[config.mk]
export PLATFORM = sky130hd
export DESIGN_NAME = output_preprocessor_top
export DESIGN_NICKNAME = d
export VERILOG_FILES = /design/src/common/opp_data_pkg.sv /design/src/common/opp_cfg_pkg.sv /design/src/source/output_preprocessor_top.sv /design/src/output_stage/opp_limiter.sv /design/src/output_stage/opp_accumulator.sv /design/src/output_stage/opp_latency_timer.sv /design/src/output_stage/opp_sequencer.sv /design/src/output_stage/opp_apb_regs.sv
export SDC_FILE = /design/constraint.sdc
export NUM_CORES = 1
export LEC_CHECK = 0
export BUFFER_PORTS_ARGS = -buffer_cell sky130_fd_sc_hd__buf_2
export CELL_PAD_IN_SITES_DETAIL_PLACEMENT = 2
export CELL_PAD_IN_SITES_GLOBAL_PLACEMENT = 2
export CORE_MARGIN = 2
export CORE_UTILIZATION = 40
export DETAILED_ROUTE_END_ITERATION = 12
export GPL_TIMING_DRIVEN = 0
export PLACE_DENSITY = 0.81
export SYNTH_ARGS = -nofsm -noshare
export SYNTH_HDL_FRONTEND = slang
export SYNTH_HIERARCHICAL = 1
export SYNTH_SLANG_ARGS = --single-unit
[constraint.sdc]
create_clock -name clk_in -period 12.79 [get_ports clk_in]
set_input_delay 0.6395 -clock clk_in [delete_from_list [all_inputs] [get_ports clk_in]]
set_output_delay 0.6395 -clock clk_in [all_outputs]
set_load 0.03 [all_outputs]
[src/common/opp_data_pkg.sv]
`default_nettype none

package opp_data_pkg;

	////////////////////
	// datapath widths
	////////////////////

	localparam int SUM_W = 24;                       // controller sum from the pid
	localparam int OUT_W = 16;                       // dac / dds word and bounds
	localparam int MLT_W = 8;                        // signed output multiplier
	localparam int ACC_W = SUM_W + MLT_W + 1;        // scaled sample plus prev output

	////////////////////
	// compute timing
	////////////////////

	localparam int COMP_LATENCY = 2;                 // cycles spent in compute
	localparam int TMR_W = $clog2(COMP_LATENCY + 1); // latency counter width

	// one sample in flight, so four states are enough
	typedef enum logic [1:0] {
		IDLE    = 2'd0,                              // waiting for a sample
		COMPUTE = 2'd1,                              // datapath settling
		SEND    = 2'd2,                              // word valid downstream
		DONE    = 2'd3                               // prev output latched
	} opp_state_e;

endpackage

`default_nettype wire
[src/common/opp_cfg_pkg.sv]
`default_nettype none

package opp_cfg_pkg;

	// one full parameter set, shadow and active use the same layout
	typedef struct packed {
		logic signed [opp_data_pkg::OUT_W-1:0] output_max;  // upper clamp
		logic signed [opp_data_pkg::OUT_W-1:0] output_min;  // lower clamp
		logic signed [opp_data_pkg::OUT_W-1:0] output_init; // unlocked / reload value
		logic signed [opp_data_pkg::MLT_W-1:0] multiplier;  // sample scale
	} opp_params_t;

	typedef struct packed {
		logic        psel;                           // slave select
		logic        penable;                        // access phase
		logic        pwrite;                         // 1 for write
		logic [4:0]  paddr;                          // byte address of the word
		logic [31:0] pwdata;                         // write data
	} apb_req_t;

	typedef enum logic [4:0] {
		REG_MAX   = 5'h00,                           // shadow output_max
		REG_MIN   = 5'h04,                           // shadow output_min
		REG_INIT  = 5'h08,                           // shadow output_init
		REG_MULT  = 5'h0C,                           // shadow multiplier
		REG_APPLY = 5'h10                            // bit 0 commits shadow set
	} opp_reg_e;

	localparam int MAX_INIT = 20000;                 // reset upper bound
	localparam int MIN_INIT = -20000;                // reset lower bound
	localparam int OUT_INIT = 0;                     // reset initial output
	localparam int MLT_INIT = 1;                     // reset multiplier

	localparam opp_params_t PARAMS_INIT = '{
		output_max:  (opp_data_pkg::OUT_W)'(MAX_INIT),
		output_min:  (opp_data_pkg::OUT_W)'(MIN_INIT),
		output_init: (opp_data_pkg::OUT_W)'(OUT_INIT),
		multiplier:  (opp_data_pkg::MLT_W)'(MLT_INIT)
	};

endpackage

`default_nettype wire

[src/source/output_preprocessor_top.sv]
`timescale 1ns/1ps
`default_nettype none

module output_preprocessor_top (
	input  wire                                   clk_in,
	input  wire                                   reset_in,
	input  wire opp_cfg_pkg::apb_req_t            apb_req,        // config bus
	output logic [31:0]                           prdata,         // config readback
	input  wire signed [opp_data_pkg::SUM_W-1:0]  pid_sum,        // controller sum
	input  wire                                   data_valid,     // sample offered
	input  wire                                   lock_en,        // servo engaged
	output logic                                  in_ready,       // idle
	output logic signed [opp_data_pkg::OUT_W-1:0] data_out,       // dac word
	output logic                                  data_valid_out  // one cycle per word
);

	import opp_data_pkg::*;
	import opp_cfg_pkg::*;

	opp_params_t             params;             // active set
	opp_state_e              seq_state;          // probed by bound checks
	logic                    apply;              // commit pulse
	logic                    timer_start;
	logic                    timer_done;
	logic                    capture;
	logic                    load;
	logic                    latch;
	logic signed [ACC_W-1:0] sum;                // accumulator to limiter

	opp_apb_regs i_regs (
		.clk_in(clk_in), .reset_in(reset_in), .apb_req(apb_req),
		.prdata(prdata), .params(params), .apply(apply)
	);

	opp_sequencer i_seq (
		.clk_in(clk_in), .reset_in(reset_in), .data_valid(data_valid),
		.timer_done(timer_done), .in_ready(in_ready), .timer_start(timer_start),
		.capture(capture), .load(load), .latch(latch),
		.data_valid_out(data_valid_out), .state(seq_state)
	);

	opp_latency_timer i_timer (
		.clk_in(clk_in), .reset_in(reset_in), .start(timer_start), .done(timer_done)
	);

	opp_accumulator i_acc (
		.clk_in(clk_in), .reset_in(reset_in), .pid_sum(pid_sum), .capture(capture),
		.latch(latch), .apply(apply), .params(params), .data_out(data_out), .sum(sum)
	);

	opp_limiter i_lim (
		.clk_in(clk_in), .reset_in(reset_in), .sum(sum), .lock_en(lock_en),
		.load(load), .params(params), .data_out(data_out)
	);

endmodule

`default_nettype wire

[src/output_stage/opp_limiter.sv]
`timescale 1ns/1ps
`default_nettype none

module opp_limiter (
	input  wire                                   clk_in,
	input  wire                                   reset_in,
	input  wire signed [opp_data_pkg::ACC_W-1:0]  sum,      // prev plus scaled
	input  wire                                   lock_en,  // low forces init
	input  wire                                   load,     // last compute cycle
	input  wire opp_cfg_pkg::opp_params_t         params,   // active set
	output logic signed [opp_data_pkg::OUT_W-1:0] data_out  // held until next load
);

	import opp_data_pkg::*;
	import opp_cfg_pkg::*;

	logic signed [ACC_W-1:0] candidate;          // locked sum or init
	logic signed [ACC_W-1:0] upper_clamped;      // after max
	logic signed [ACC_W-1:0] clamped;            // after min

	assign candidate     = lock_en ? sum : ACC_W'(params.output_init);
	assign upper_clamped = (candidate > ACC_W'(params.output_max)) ?
	                       ACC_W'(params.output_max) : candidate;
	assign clamped       = (upper_clamped < ACC_W'(params.output_min)) ?
	                       ACC_W'(params.output_min) : upper_clamped; // min wins

	always_ff @(posedge clk_in) begin
		if (reset_in) begin
			data_out <= OUT_W'(OUT_INIT);
		end else if (load) begin
			data_out <= clamped[OUT_W-1:0];      // truncate to dac width
		end
	end

endmodule

`default_nettype wire

[src/output_stage/opp_accumulator.sv]
`timescale 1ns/1ps
`default_nettype none

module opp_accumulator (
	input  wire                                     clk_in,
	input  wire                                     reset_in,
	input  wire signed [opp_data_pkg::SUM_W-1:0]    pid_sum,  // controller sum
	input  wire                                     capture,  // take pid_sum
	input  wire                                     latch,    // take data_out
	input  wire                                     apply,    // reload from init
	input  wire opp_cfg_pkg::opp_params_t           params,   // active set
	input  wire signed [opp_data_pkg::OUT_W-1:0]    data_out, // limiter register
	output logic signed [opp_data_pkg::ACC_W-1:0]   sum       // to the limiter
);

	import opp_data_pkg::*;
	import opp_cfg_pkg::*;

	logic signed [SUM_W-1:0]       pid_q;        // captured sample
	logic signed [OUT_W-1:0]       prev_out;     // last issued word
	logic signed [SUM_W+MLT_W-1:0] scaled;       // sample times multiplier

	////////////////////
	// sample capture
	////////////////////

	always_ff @(posedge clk_in) begin
		if (capture) begin
			pid_q <= pid_sum;
		end
	end

	// apply has priority over the done latch
	always_ff @(posedge clk_in) begin
		if (reset_in) begin
			prev_out <= OUT_W'(OUT_INIT);
		end else if (apply) begin
			prev_out <= params.output_init;      // restart from new init
		end else if (latch) begin
			prev_out <= data_out;                // word just sent
		end
	end

	////////////////////
	// scale and add
	////////////////////

	assign scaled = pid_q * $signed(params.multiplier);
	assign sum    = ACC_W'(scaled) + ACC_W'(prev_out); // both sign extended

endmodule

`default_nettype wire

[src/output_stage/opp_latency_timer.sv]
`timescale 1ns/1ps
`default_nettype none

module opp_latency_timer (
	input  wire  clk_in,
	input  wire  reset_in,
	input  wire  start,                          // sample accepted
	output logic done                            // final compute cycle
);

	import opp_data_pkg::*;

	logic [TMR_W-1:0] count;                     // cycles left minus one
	logic             running;                   // compute phase active

	always_ff @(posedge clk_in) begin
		if (reset_in) begin
			count   <= '0;
			running <= 1'b0;
		end else if (start) begin
			count   <= TMR_W'(COMP_LATENCY - 1);
			running <= 1'b1;
		end else if (running) begin
			if (count == '0) begin
				running <= 1'b0;                 // phase over
			end else begin
				count <= count - 1'b1;
			end
		end
	end

	assign done = running & (count == '0);

endmodule

`default_nettype wire

[src/output_stage/opp_sequencer.sv]
`timescale 1ns/1ps
`default_nettype none

module opp_sequencer (
	input  wire                      clk_in,
	input  wire                      reset_in,
	input  wire                      data_valid,     // sample offered
	input  wire                      timer_done,     // last compute cycle
	output logic                     in_ready,       // idle, sample accepted
	output logic                     timer_start,    // arm latency timer
	output logic                     capture,        // register pid_sum
	output logic                     load,           // register limiter output
	output logic                     latch,          // data_out becomes prev output
	output logic                     data_valid_out, // word valid to dac
	output opp_data_pkg::opp_state_e state           // for bound checks
);

	import opp_data_pkg::*;

	opp_state_e next_state;                          // comb next state

	////////////////////
	// state register
	////////////////////

	always_ff @(posedge clk_in) begin
		if (reset_in) begin
			state <= IDLE;
		end else begin
			state <= next_state;
		end
	end

	always_comb begin
		next_state = state;                          // hold by default
		case (state)
			IDLE:    if (data_valid) next_state = COMPUTE;
			COMPUTE: if (timer_done) next_state = SEND;
			SEND:    next_state = DONE;              // single valid cycle
			DONE:    next_state = IDLE;
			default: next_state = IDLE;
		endcase
	end

	////////////////////
	// strobes
	////////////////////

	assign in_ready       = (state == IDLE);
	assign capture        = in_ready & data_valid;   // acceptance edge
	assign timer_start    = capture;                 // timer runs from acceptance
	assign load           = (state == COMPUTE) & timer_done;
	assign data_valid_out = (state == SEND);
	assign latch          = (state == DONE);

endmodule

`default_nettype wire

[src/output_stage/opp_apb_regs.sv]
`timescale 1ns/1ps
`default_nettype none

module opp_apb_regs (
	input  wire                       clk_in,
	input  wire                       reset_in,
	input  wire opp_cfg_pkg::apb_req_t apb_req,   // from the apb master
	output logic [31:0]               prdata,     // shadow readback
	output opp_cfg_pkg::opp_params_t  params,     // active set to the datapath
	output logic                      apply       // one cycle after commit
);

	import opp_data_pkg::*;
	import opp_cfg_pkg::*;

	opp_params_t shadow;                          // written over apb
	opp_reg_e    reg_addr;                        // decoded word address
	logic        wr_access;                       // write in access phase
	logic        rd_access;                       // read in access phase
	logic        apply_hit;                       // commit request this edge

	////////////////////
	// access decode
	////////////////////

	assign reg_addr  = opp_reg_e'(apb_req.paddr);
	assign wr_access = apb_req.psel & apb_req.penable & apb_req.pwrite;
	assign rd_access = apb_req.psel & apb_req.penable & ~apb_req.pwrite;
	assign apply_hit = wr_access & (reg_addr == REG_APPLY) & apb_req.pwdata[0];

	// shadow set, takes effect at end of access cycle
	always_ff @(posedge clk_in) begin
		if (reset_in) begin
			shadow <= PARAMS_INIT;
		end else if (wr_access) begin
			case (reg_addr)
				REG_MAX:  shadow.output_max  <= apb_req.pwdata[OUT_W-1:0];
				REG_MIN:  shadow.output_min  <= apb_req.pwdata[OUT_W-1:0];
				REG_INIT: shadow.output_init <= apb_req.pwdata[OUT_W-1:0];
				REG_MULT: shadow.multiplier  <= apb_req.pwdata[MLT_W-1:0];
				default:  ;                       // apply and holes store nothing
			endcase
		end
	end

	////////////////////
	// active set
	////////////////////

	always_ff @(posedge clk_in) begin
		if (reset_in) begin
			params <= PARAMS_INIT;
			apply  <= 1'b0;
		end else begin
			apply <= apply_hit;                   // pulse seen with new set in place
			if (apply_hit) begin
				params <= shadow;                 // whole set commits at once
			end
		end
	end

	// readback, sign extended to the bus
	always_comb begin
		prdata = '0;
		if (rd_access) begin
			case (reg_addr)
				REG_MAX:  prdata = 32'(shadow.output_max);
				REG_MIN:  prdata = 32'(shadow.output_min);
				REG_INIT: prdata = 32'(shadow.output_init);
				REG_MULT: prdata = 32'(shadow.multiplier);
				default:  prdata = '0;            // apply reads as zero
			endcase
		end
	end

endmodule

`default_nettype wire

==> Word-level counts from Yosys, hierarchy flattened <==
Index checks and enable logic that the tools add are counted.
{ "totals": {"register_bits": 174, "in_bits": 68, "output_inout_bits": 50, "word_cells": 70} }
{ "classes": {"n_addsub": 2, "mul": 1, "n_lt_le_gt_ge": 2, "n_eq_ne": 10, "mux": 16, "n_bitwise": 10, "reduce_logical": 13} }
{ "op_table": {"columns": ["operator", "count"], "rows": [
  ["32-bit one-hot mux with 4 select lines", 1],
  ["33-bit two-way mux", 2],
  ["16-bit two-way mux", 3],
  ["32-bit by 16-bit adder with 33-bit output", 1],
  ["33-bit by 16-bit greater-than comparator with 1-bit output", 1],
  ["33-bit by 16-bit < comparator with 1-bit output", 1],
  ["24-bit by 8-bit multiplier with 32-bit output", 1],
  ["32-bit two-way mux", 1],
  ["2-bit AND reduction", 7],
  ["5-bit by 4-bit == test with 1-bit output, second input constant", 2],
  ["1-bit bitwise AND", 8],
  ["2-bit one-hot mux with 4 select lines", 1],
  ["1-bit two-way mux", 6],
  ["5-bit by 3-bit == test with 1-bit output, second input constant", 1],
  ["5-bit == test, second input constant", 1],
  ["5-bit logical NOT", 1],
  ["2-bit == test, second input constant", 2],
  ["2-bit logical NOT", 2],
  ["2-bit two-way mux", 2],
  ["2-bit inequality test, second input constant", 2],
  ["2-bit nonzero test", 2],
  ["2-bit by 1-bit == test with 1-bit output, second input constant", 1],
  ["2-bit by 1-bit inequality test with 1-bit output, second input constant", 1],
  ["1-bit inverter", 2],
  ["other kinds (2)", 2]
]} }

==> Depth between registers and ports, before layout <==
{ "depth": {"ltp_word": 7, "ltp_mapped": 43, "depth_no_buf": 38} }

==> Hierarchy <==
The synthesis kept the hierarchy.
{ "by_module_without_submodules": {"columns": ["mod", "instances", "cells_each", "area_per_inst_um2", "seq_area_each_um2"], "rows": [
  ["opp_accumulator", 1, 927, 8789.7, 1041.0],
  ["opp_apb_regs", 1, 595, 5730.5, 2262.2],
  ["opp_limiter", 1, 415, 2991.6, 320.3],
  ["opp_sequencer", 1, 20, 178.9, 40.0],
  ["opp_latency_timer", 1, 15, 148.9, 60.1]
]} }

==> Worst setup path after synthesis <==
OpenSTA, ideal clock, no wires.
{ "synth_path": {"kind": "register -> register", "start": "register, netlist name i_regs/params[7]", "end": "register i_lim/data_out[0] (netlist name)", "setup_time_ns": 0.091, "arrival_time_ns": 9.438, "t_required_ns": 12.699, "path_slack_ns": 3.261, "stages_incl_launch_ff": 41, "path_buffers": 4, "period_less_slack_ns": 9.529, "cell_sequence": "dfxtp_1 clkinv_1 buf_1 nor2_1 fa_1 fa_1 fa_1 inv_1 fa_1 inv_1 ha_1 ha_1 a21o_1 a31o_1 a31oi_1 a31oi_4 or4_1 and4_1 [... 5 more ...] a2111oi_0 o311ai_0 o21ai_2 and2_1 buf_2 clkbuf_1 a31oi_1 ha_1 nand4_1 nor3_1 and4_1 nand2_1 a21oi_1 a211oi_2 xnor2_1 buf_2 nand3_1 a311oi_1"} }
{ "synth_via": {"elab_chain_cells": 7} }
{ "synth_rtl": {"columns": ["item", "line_no", "source"], "rows": [
  ["24-bit by 8-bit multiplier with 32-bit output (*)", "opp_accumulator.sv:48", "assign scaled = pid_q * $signed(params.multiplier);"],
  ["32-bit by 16-bit adder with 33-bit output (*)", "opp_accumulator.sv:49", "assign sum = ACC_W'(scaled) + ACC_W'(prev_out);"],
  ["net sum[27]", "output_preprocessor_top.sv:28", "logic signed [ACC_W-1:0] sum;"],
  ["33-bit two-way mux (*)", "opp_limiter.sv:21", "assign candidate = lock_en ? sum : ACC_W'(params.output_init);"],
  ["33-bit by 16-bit greater-than comparator with 1-bit output", "opp_limiter.sv:22", "assign upper_clamped = (candidate > ACC_W'(params.output_max)) ?"],
  ["33-bit two-way mux (*)", "opp_limiter.sv:22", null],
  ["33-bit by 16-bit < comparator with 1-bit output", "opp_limiter.sv:24", "assign clamped = (upper_clamped < ACC_W'(params.output_min)) ?"],
  ["16-bit two-way mux (*)", "opp_limiter.sv:24", null],
  ["end signal: assignment", "opp_limiter.sv:29", "data_out <= OUT_W'(OUT_INIT);"],
  ["end signal: assignment", "opp_limiter.sv:31", "data_out <= clamped[OUT_W-1:0];"],
  ["end: declaration", "opp_limiter.sv:11", "output logic signed [opp_data_pkg::OUT_W-1:0] data_out"]
]} }
Mark *: on every way through the listed nets, which the timed path passes. The rest lies on a longest branch.
A chain may end at the register's enable or synchronous reset.

==> Final worst setup path <==
{ "layout_path": {"start": "register, netlist name i_regs/params[7]", "end": "register i_lim/data_out[3] (netlist name)"} }
{ "layout_via": {"elab_chain_cells": 7} }
{ "layout_rtl": {"columns": ["item", "line_no"], "rows": [
  ["24-bit by 8-bit multiplier with 32-bit output (*)", "opp_accumulator.sv:48"],
  ["32-bit by 16-bit adder with 33-bit output (*)", "opp_accumulator.sv:49"],
  ["net sum[28]", "output_preprocessor_top.sv:28"],
  ["33-bit two-way mux (*)", "opp_limiter.sv:21"],
  ["33-bit by 16-bit greater-than comparator with 1-bit output", "opp_limiter.sv:22"],
  ["33-bit two-way mux (*)", "opp_limiter.sv:22"],
  ["33-bit by 16-bit < comparator with 1-bit output", "opp_limiter.sv:24"],
  ["16-bit two-way mux (*)", "opp_limiter.sv:24"]
]} }
Marks and branches as above.

==> results.md <==
- Final hold vios: 0
- Site Rows: 77
- Switching share of total power: 41.4%
- First-pass GRT wire length: 107000 microns
- DP HPWL: 56500 microns
- Clock slew at reported path FFs: about 90 ps
- Top cell type's share of synthesized area: about a fifth
- Crit-path most repeated cell: fa_1
- Post-synth EDFFs: 24
- Largest cells by area after synthesis: fa_1 (20%), dfxtp_1 (17%), ha_1 (9.8%)
- Type of the worst setup path: register to register
- Max-cap viol count: 0
- Cells after Synth: roughly 2000
- Clock Latency Late Sink: slightly below 500 ps
- IR drop worst, VDD: about 0.090 mV
- Vias in the first global route: 17900
- Die H: 215 microns
- Clock skew: roughly 17 ps
- Post-synth top flop: dfxtp_1
- Top routing layer in use: met4
- # nets final: 2475
- Pwr Total: roughly 1.9 mW
- CP arrival: 12430 ps
- Hold Buf Count CTS: 0
- P_leak: between 8 and 9 nW
- Cell with the most instances after synthesis: inv_1
- Residual DRC count: 0
- Worst Hold Slack: 323 ps
- Sequential fraction of the synthesis area: a little over a fifth
- Max Clk Rate: 0.0831 GHz
- PortBufs: between 90 and 100
- Flop pwr share: 34.7%
- Ys Warns: 6
- Routed wl met2: ~37000 microns
- Initial antenna violation count: 1
- Worst slew pin tran: 1290 ps
- Sw Pwr: 780 uW
- Syn_nets: approximately 2400
- Clock Path Buffers: 2
- Gr ovfl total: 0
- Via density: 5.74
- Clock Sinks: roughly 170
- Synth cell count leaders: inv_1 (211), fa_1 (178), nand2_1 (151)
- TritonCTS Buffers: 17
- Gr usage total: between 30% and 40%
- Power Density: approximately 96 nW/um^2
- Pre-antenna DRT Iters: 5
- GPL Wtd Cong: approximately 0.9
- Post-Syn Area: 17800 sq um
- CTS root buffer: clkbuf_16
- Setup slack, reg-to-reg: between 700 and 800 ps
- Post_cts resized: 0
- Placed Area: roughly 19000 sq um
- Setup TNS: 0 ps
- Largest net degree at the start of global routing: 26
- Initial core utilization: 40.4%
- Setup violators final: 0
- Final Non-Filler Cells: roughly 2700
- Via count: between 15000 and 20000
- Int Pwr: between 1 and 1.5 mW
- Finished Cell Area: between 15000 and 20000 sq um
- Asr flop ratio synth: 0%
- Met3 wire length: slightly above 2000 microns
- Area growth from synthesis to layout: 10.5%
- RSZ-0062 raised after global routing: false
- Ratio of cells with drive above 1 in the final layout: between 10% and 20%
- Avg Cell Area, Syn: 9.05 sq um
- Final wirelength: ~70000 microns
- CTS tree: done
- # Post-CTS Setup Buffers: 0
- Slew Viols, Final: 0
- CP max FO: 10
- #FFs+latches synth: ~170
- Avg WL per Cell: roughly 26 microns
- Clk pwr share: about 30%
- Crit end category: register
- Max-slew headroom: 14.2%
- Number of inserted diodes: 0
- Period minus WS final: between 10000 and 15000 ps
- Setup WS pre-CTS: around 250 ps
- Yosys cell types: 82
- Hold Path Class: input port to register
- Core ar.: around 44000 sq um
- Worst endpoint required time: about 13000 ps
- ANT nets after route: 0
- Post-placement cell count: about 2700
- CP max stage delay: around 640 ps
- Setup slack after layout: around 760 ps
- Post-layout util: 44.7%
- 1st-iter DRT viols: approximately 750
- Comb pwr share: a little over a third
- Die width: about 220 microns
- Most area-hungry cell type in the Yosys netlist: fa_1
- Status: completed
- Startpoint Class: register
- Crit share post-route: 94.1%
- H-tree levels: 4
- Die area: approximately 46000 sq um
- Worst path slowest cell: fa_1
- Wire length on met1: 27000 microns
- IO Pins: between 100 and 150
==> critical path, delay by kind of cell (launching register included) <==
| family | cells | cell delay, ps |
|---|---|---|
| xor+xnor | 2 | 510 |
| flops | 1 | 550 |
| buf+inv | 6 | 1750 |
| simple gates | 11 | 1810 |
| compound gates | 11 | 3380 |
| fa+ha+maj | 8 | 3930 |
==> cell usage in the layout, fill, tap and decap left out, types with 25 or more instances in the layout <==
cell type  instances
inv_1            211
fa_1             178
nand2_1          151
dfxtp_1          149
ha_1             140
buf_2            121
nor2_1           118
nand2b_1         111
mux2i_1           90
and2_1            87
a21oi_1           86
nand3_1           71
o21ai_0           70
clkbuf_1          64
nand4b_1          57
a31oi_1           26
a21o_1            25
==> worst paths after layout <==
kind                     start                 to  cells past startpoint
min                pid_sum[15]    i_acc/pid_q[15]                      1
min reg2reg  i_regs/params[53]  i_regs/params[53]                      2
max           i_regs/params[7]  i_lim/data_out[3]                     38
max reg2reg   i_regs/params[7]  i_lim/data_out[3]                     38
==> routing by layer <==
layer / global-route usage, % / up-vias
li1: - / 6921
met1: 33.9 / 7973
met2: 57.6 / 387
met3: 3.71 / 175
met4: 15.1 / 0
met5: 0 / -
==> layout make-up <==
class                           count  area (sq um)
Buffer                            133           758
Clock buffer                       17           425
Clock inverter                     15           185
Fill cell                        4925         24400
Inverter                          212           796
Multi-Input combinational cell   1453         12600
Sequential cell                   174          3720
Tap cell                          592           741
Timing Repair Buffer               98           493
==> cell families after synthesis <==
| kind of cell | Yosys count | synth area share, % |
|---|---|---|
| compound gates | 325 | 12.3 |
| xor+xnor | 31 | 1.56 |
| fa+ha+maj | 318 | 29.8 |
| buf+inv | 345 | 8.67 |
| flops | 174 | 20.9 |
| mux | 104 | 5.93 |
| simple gates | 675 | 20.9 |
==> sequential cells by signal (all words and copies together), names as in the netlist <==
register,flops
i_regs/apply,1
i_timer/running,1
i_regs/params,56
i_regs/shadow,56
i_acc/pid_q,24
i_lim/data_out,16
i_acc/prev_out,16
i_timer/count,2
i_seq/state,2
==> power groups by stage <==
stage          Combinational (mW)  Clock [mW]  Sequential, mW
2_1_floorplan               0.445           0           0.641
3_3_place_gp                0.610           0           0.662
3_5_place_dp                0.662           0           0.663
4_1_cts                     0.670       0.571           0.652
5_1_grt                     0.740       0.589           0.656
6_report                    0.671       0.559           0.654
Power figures use the tool's default switching activity.
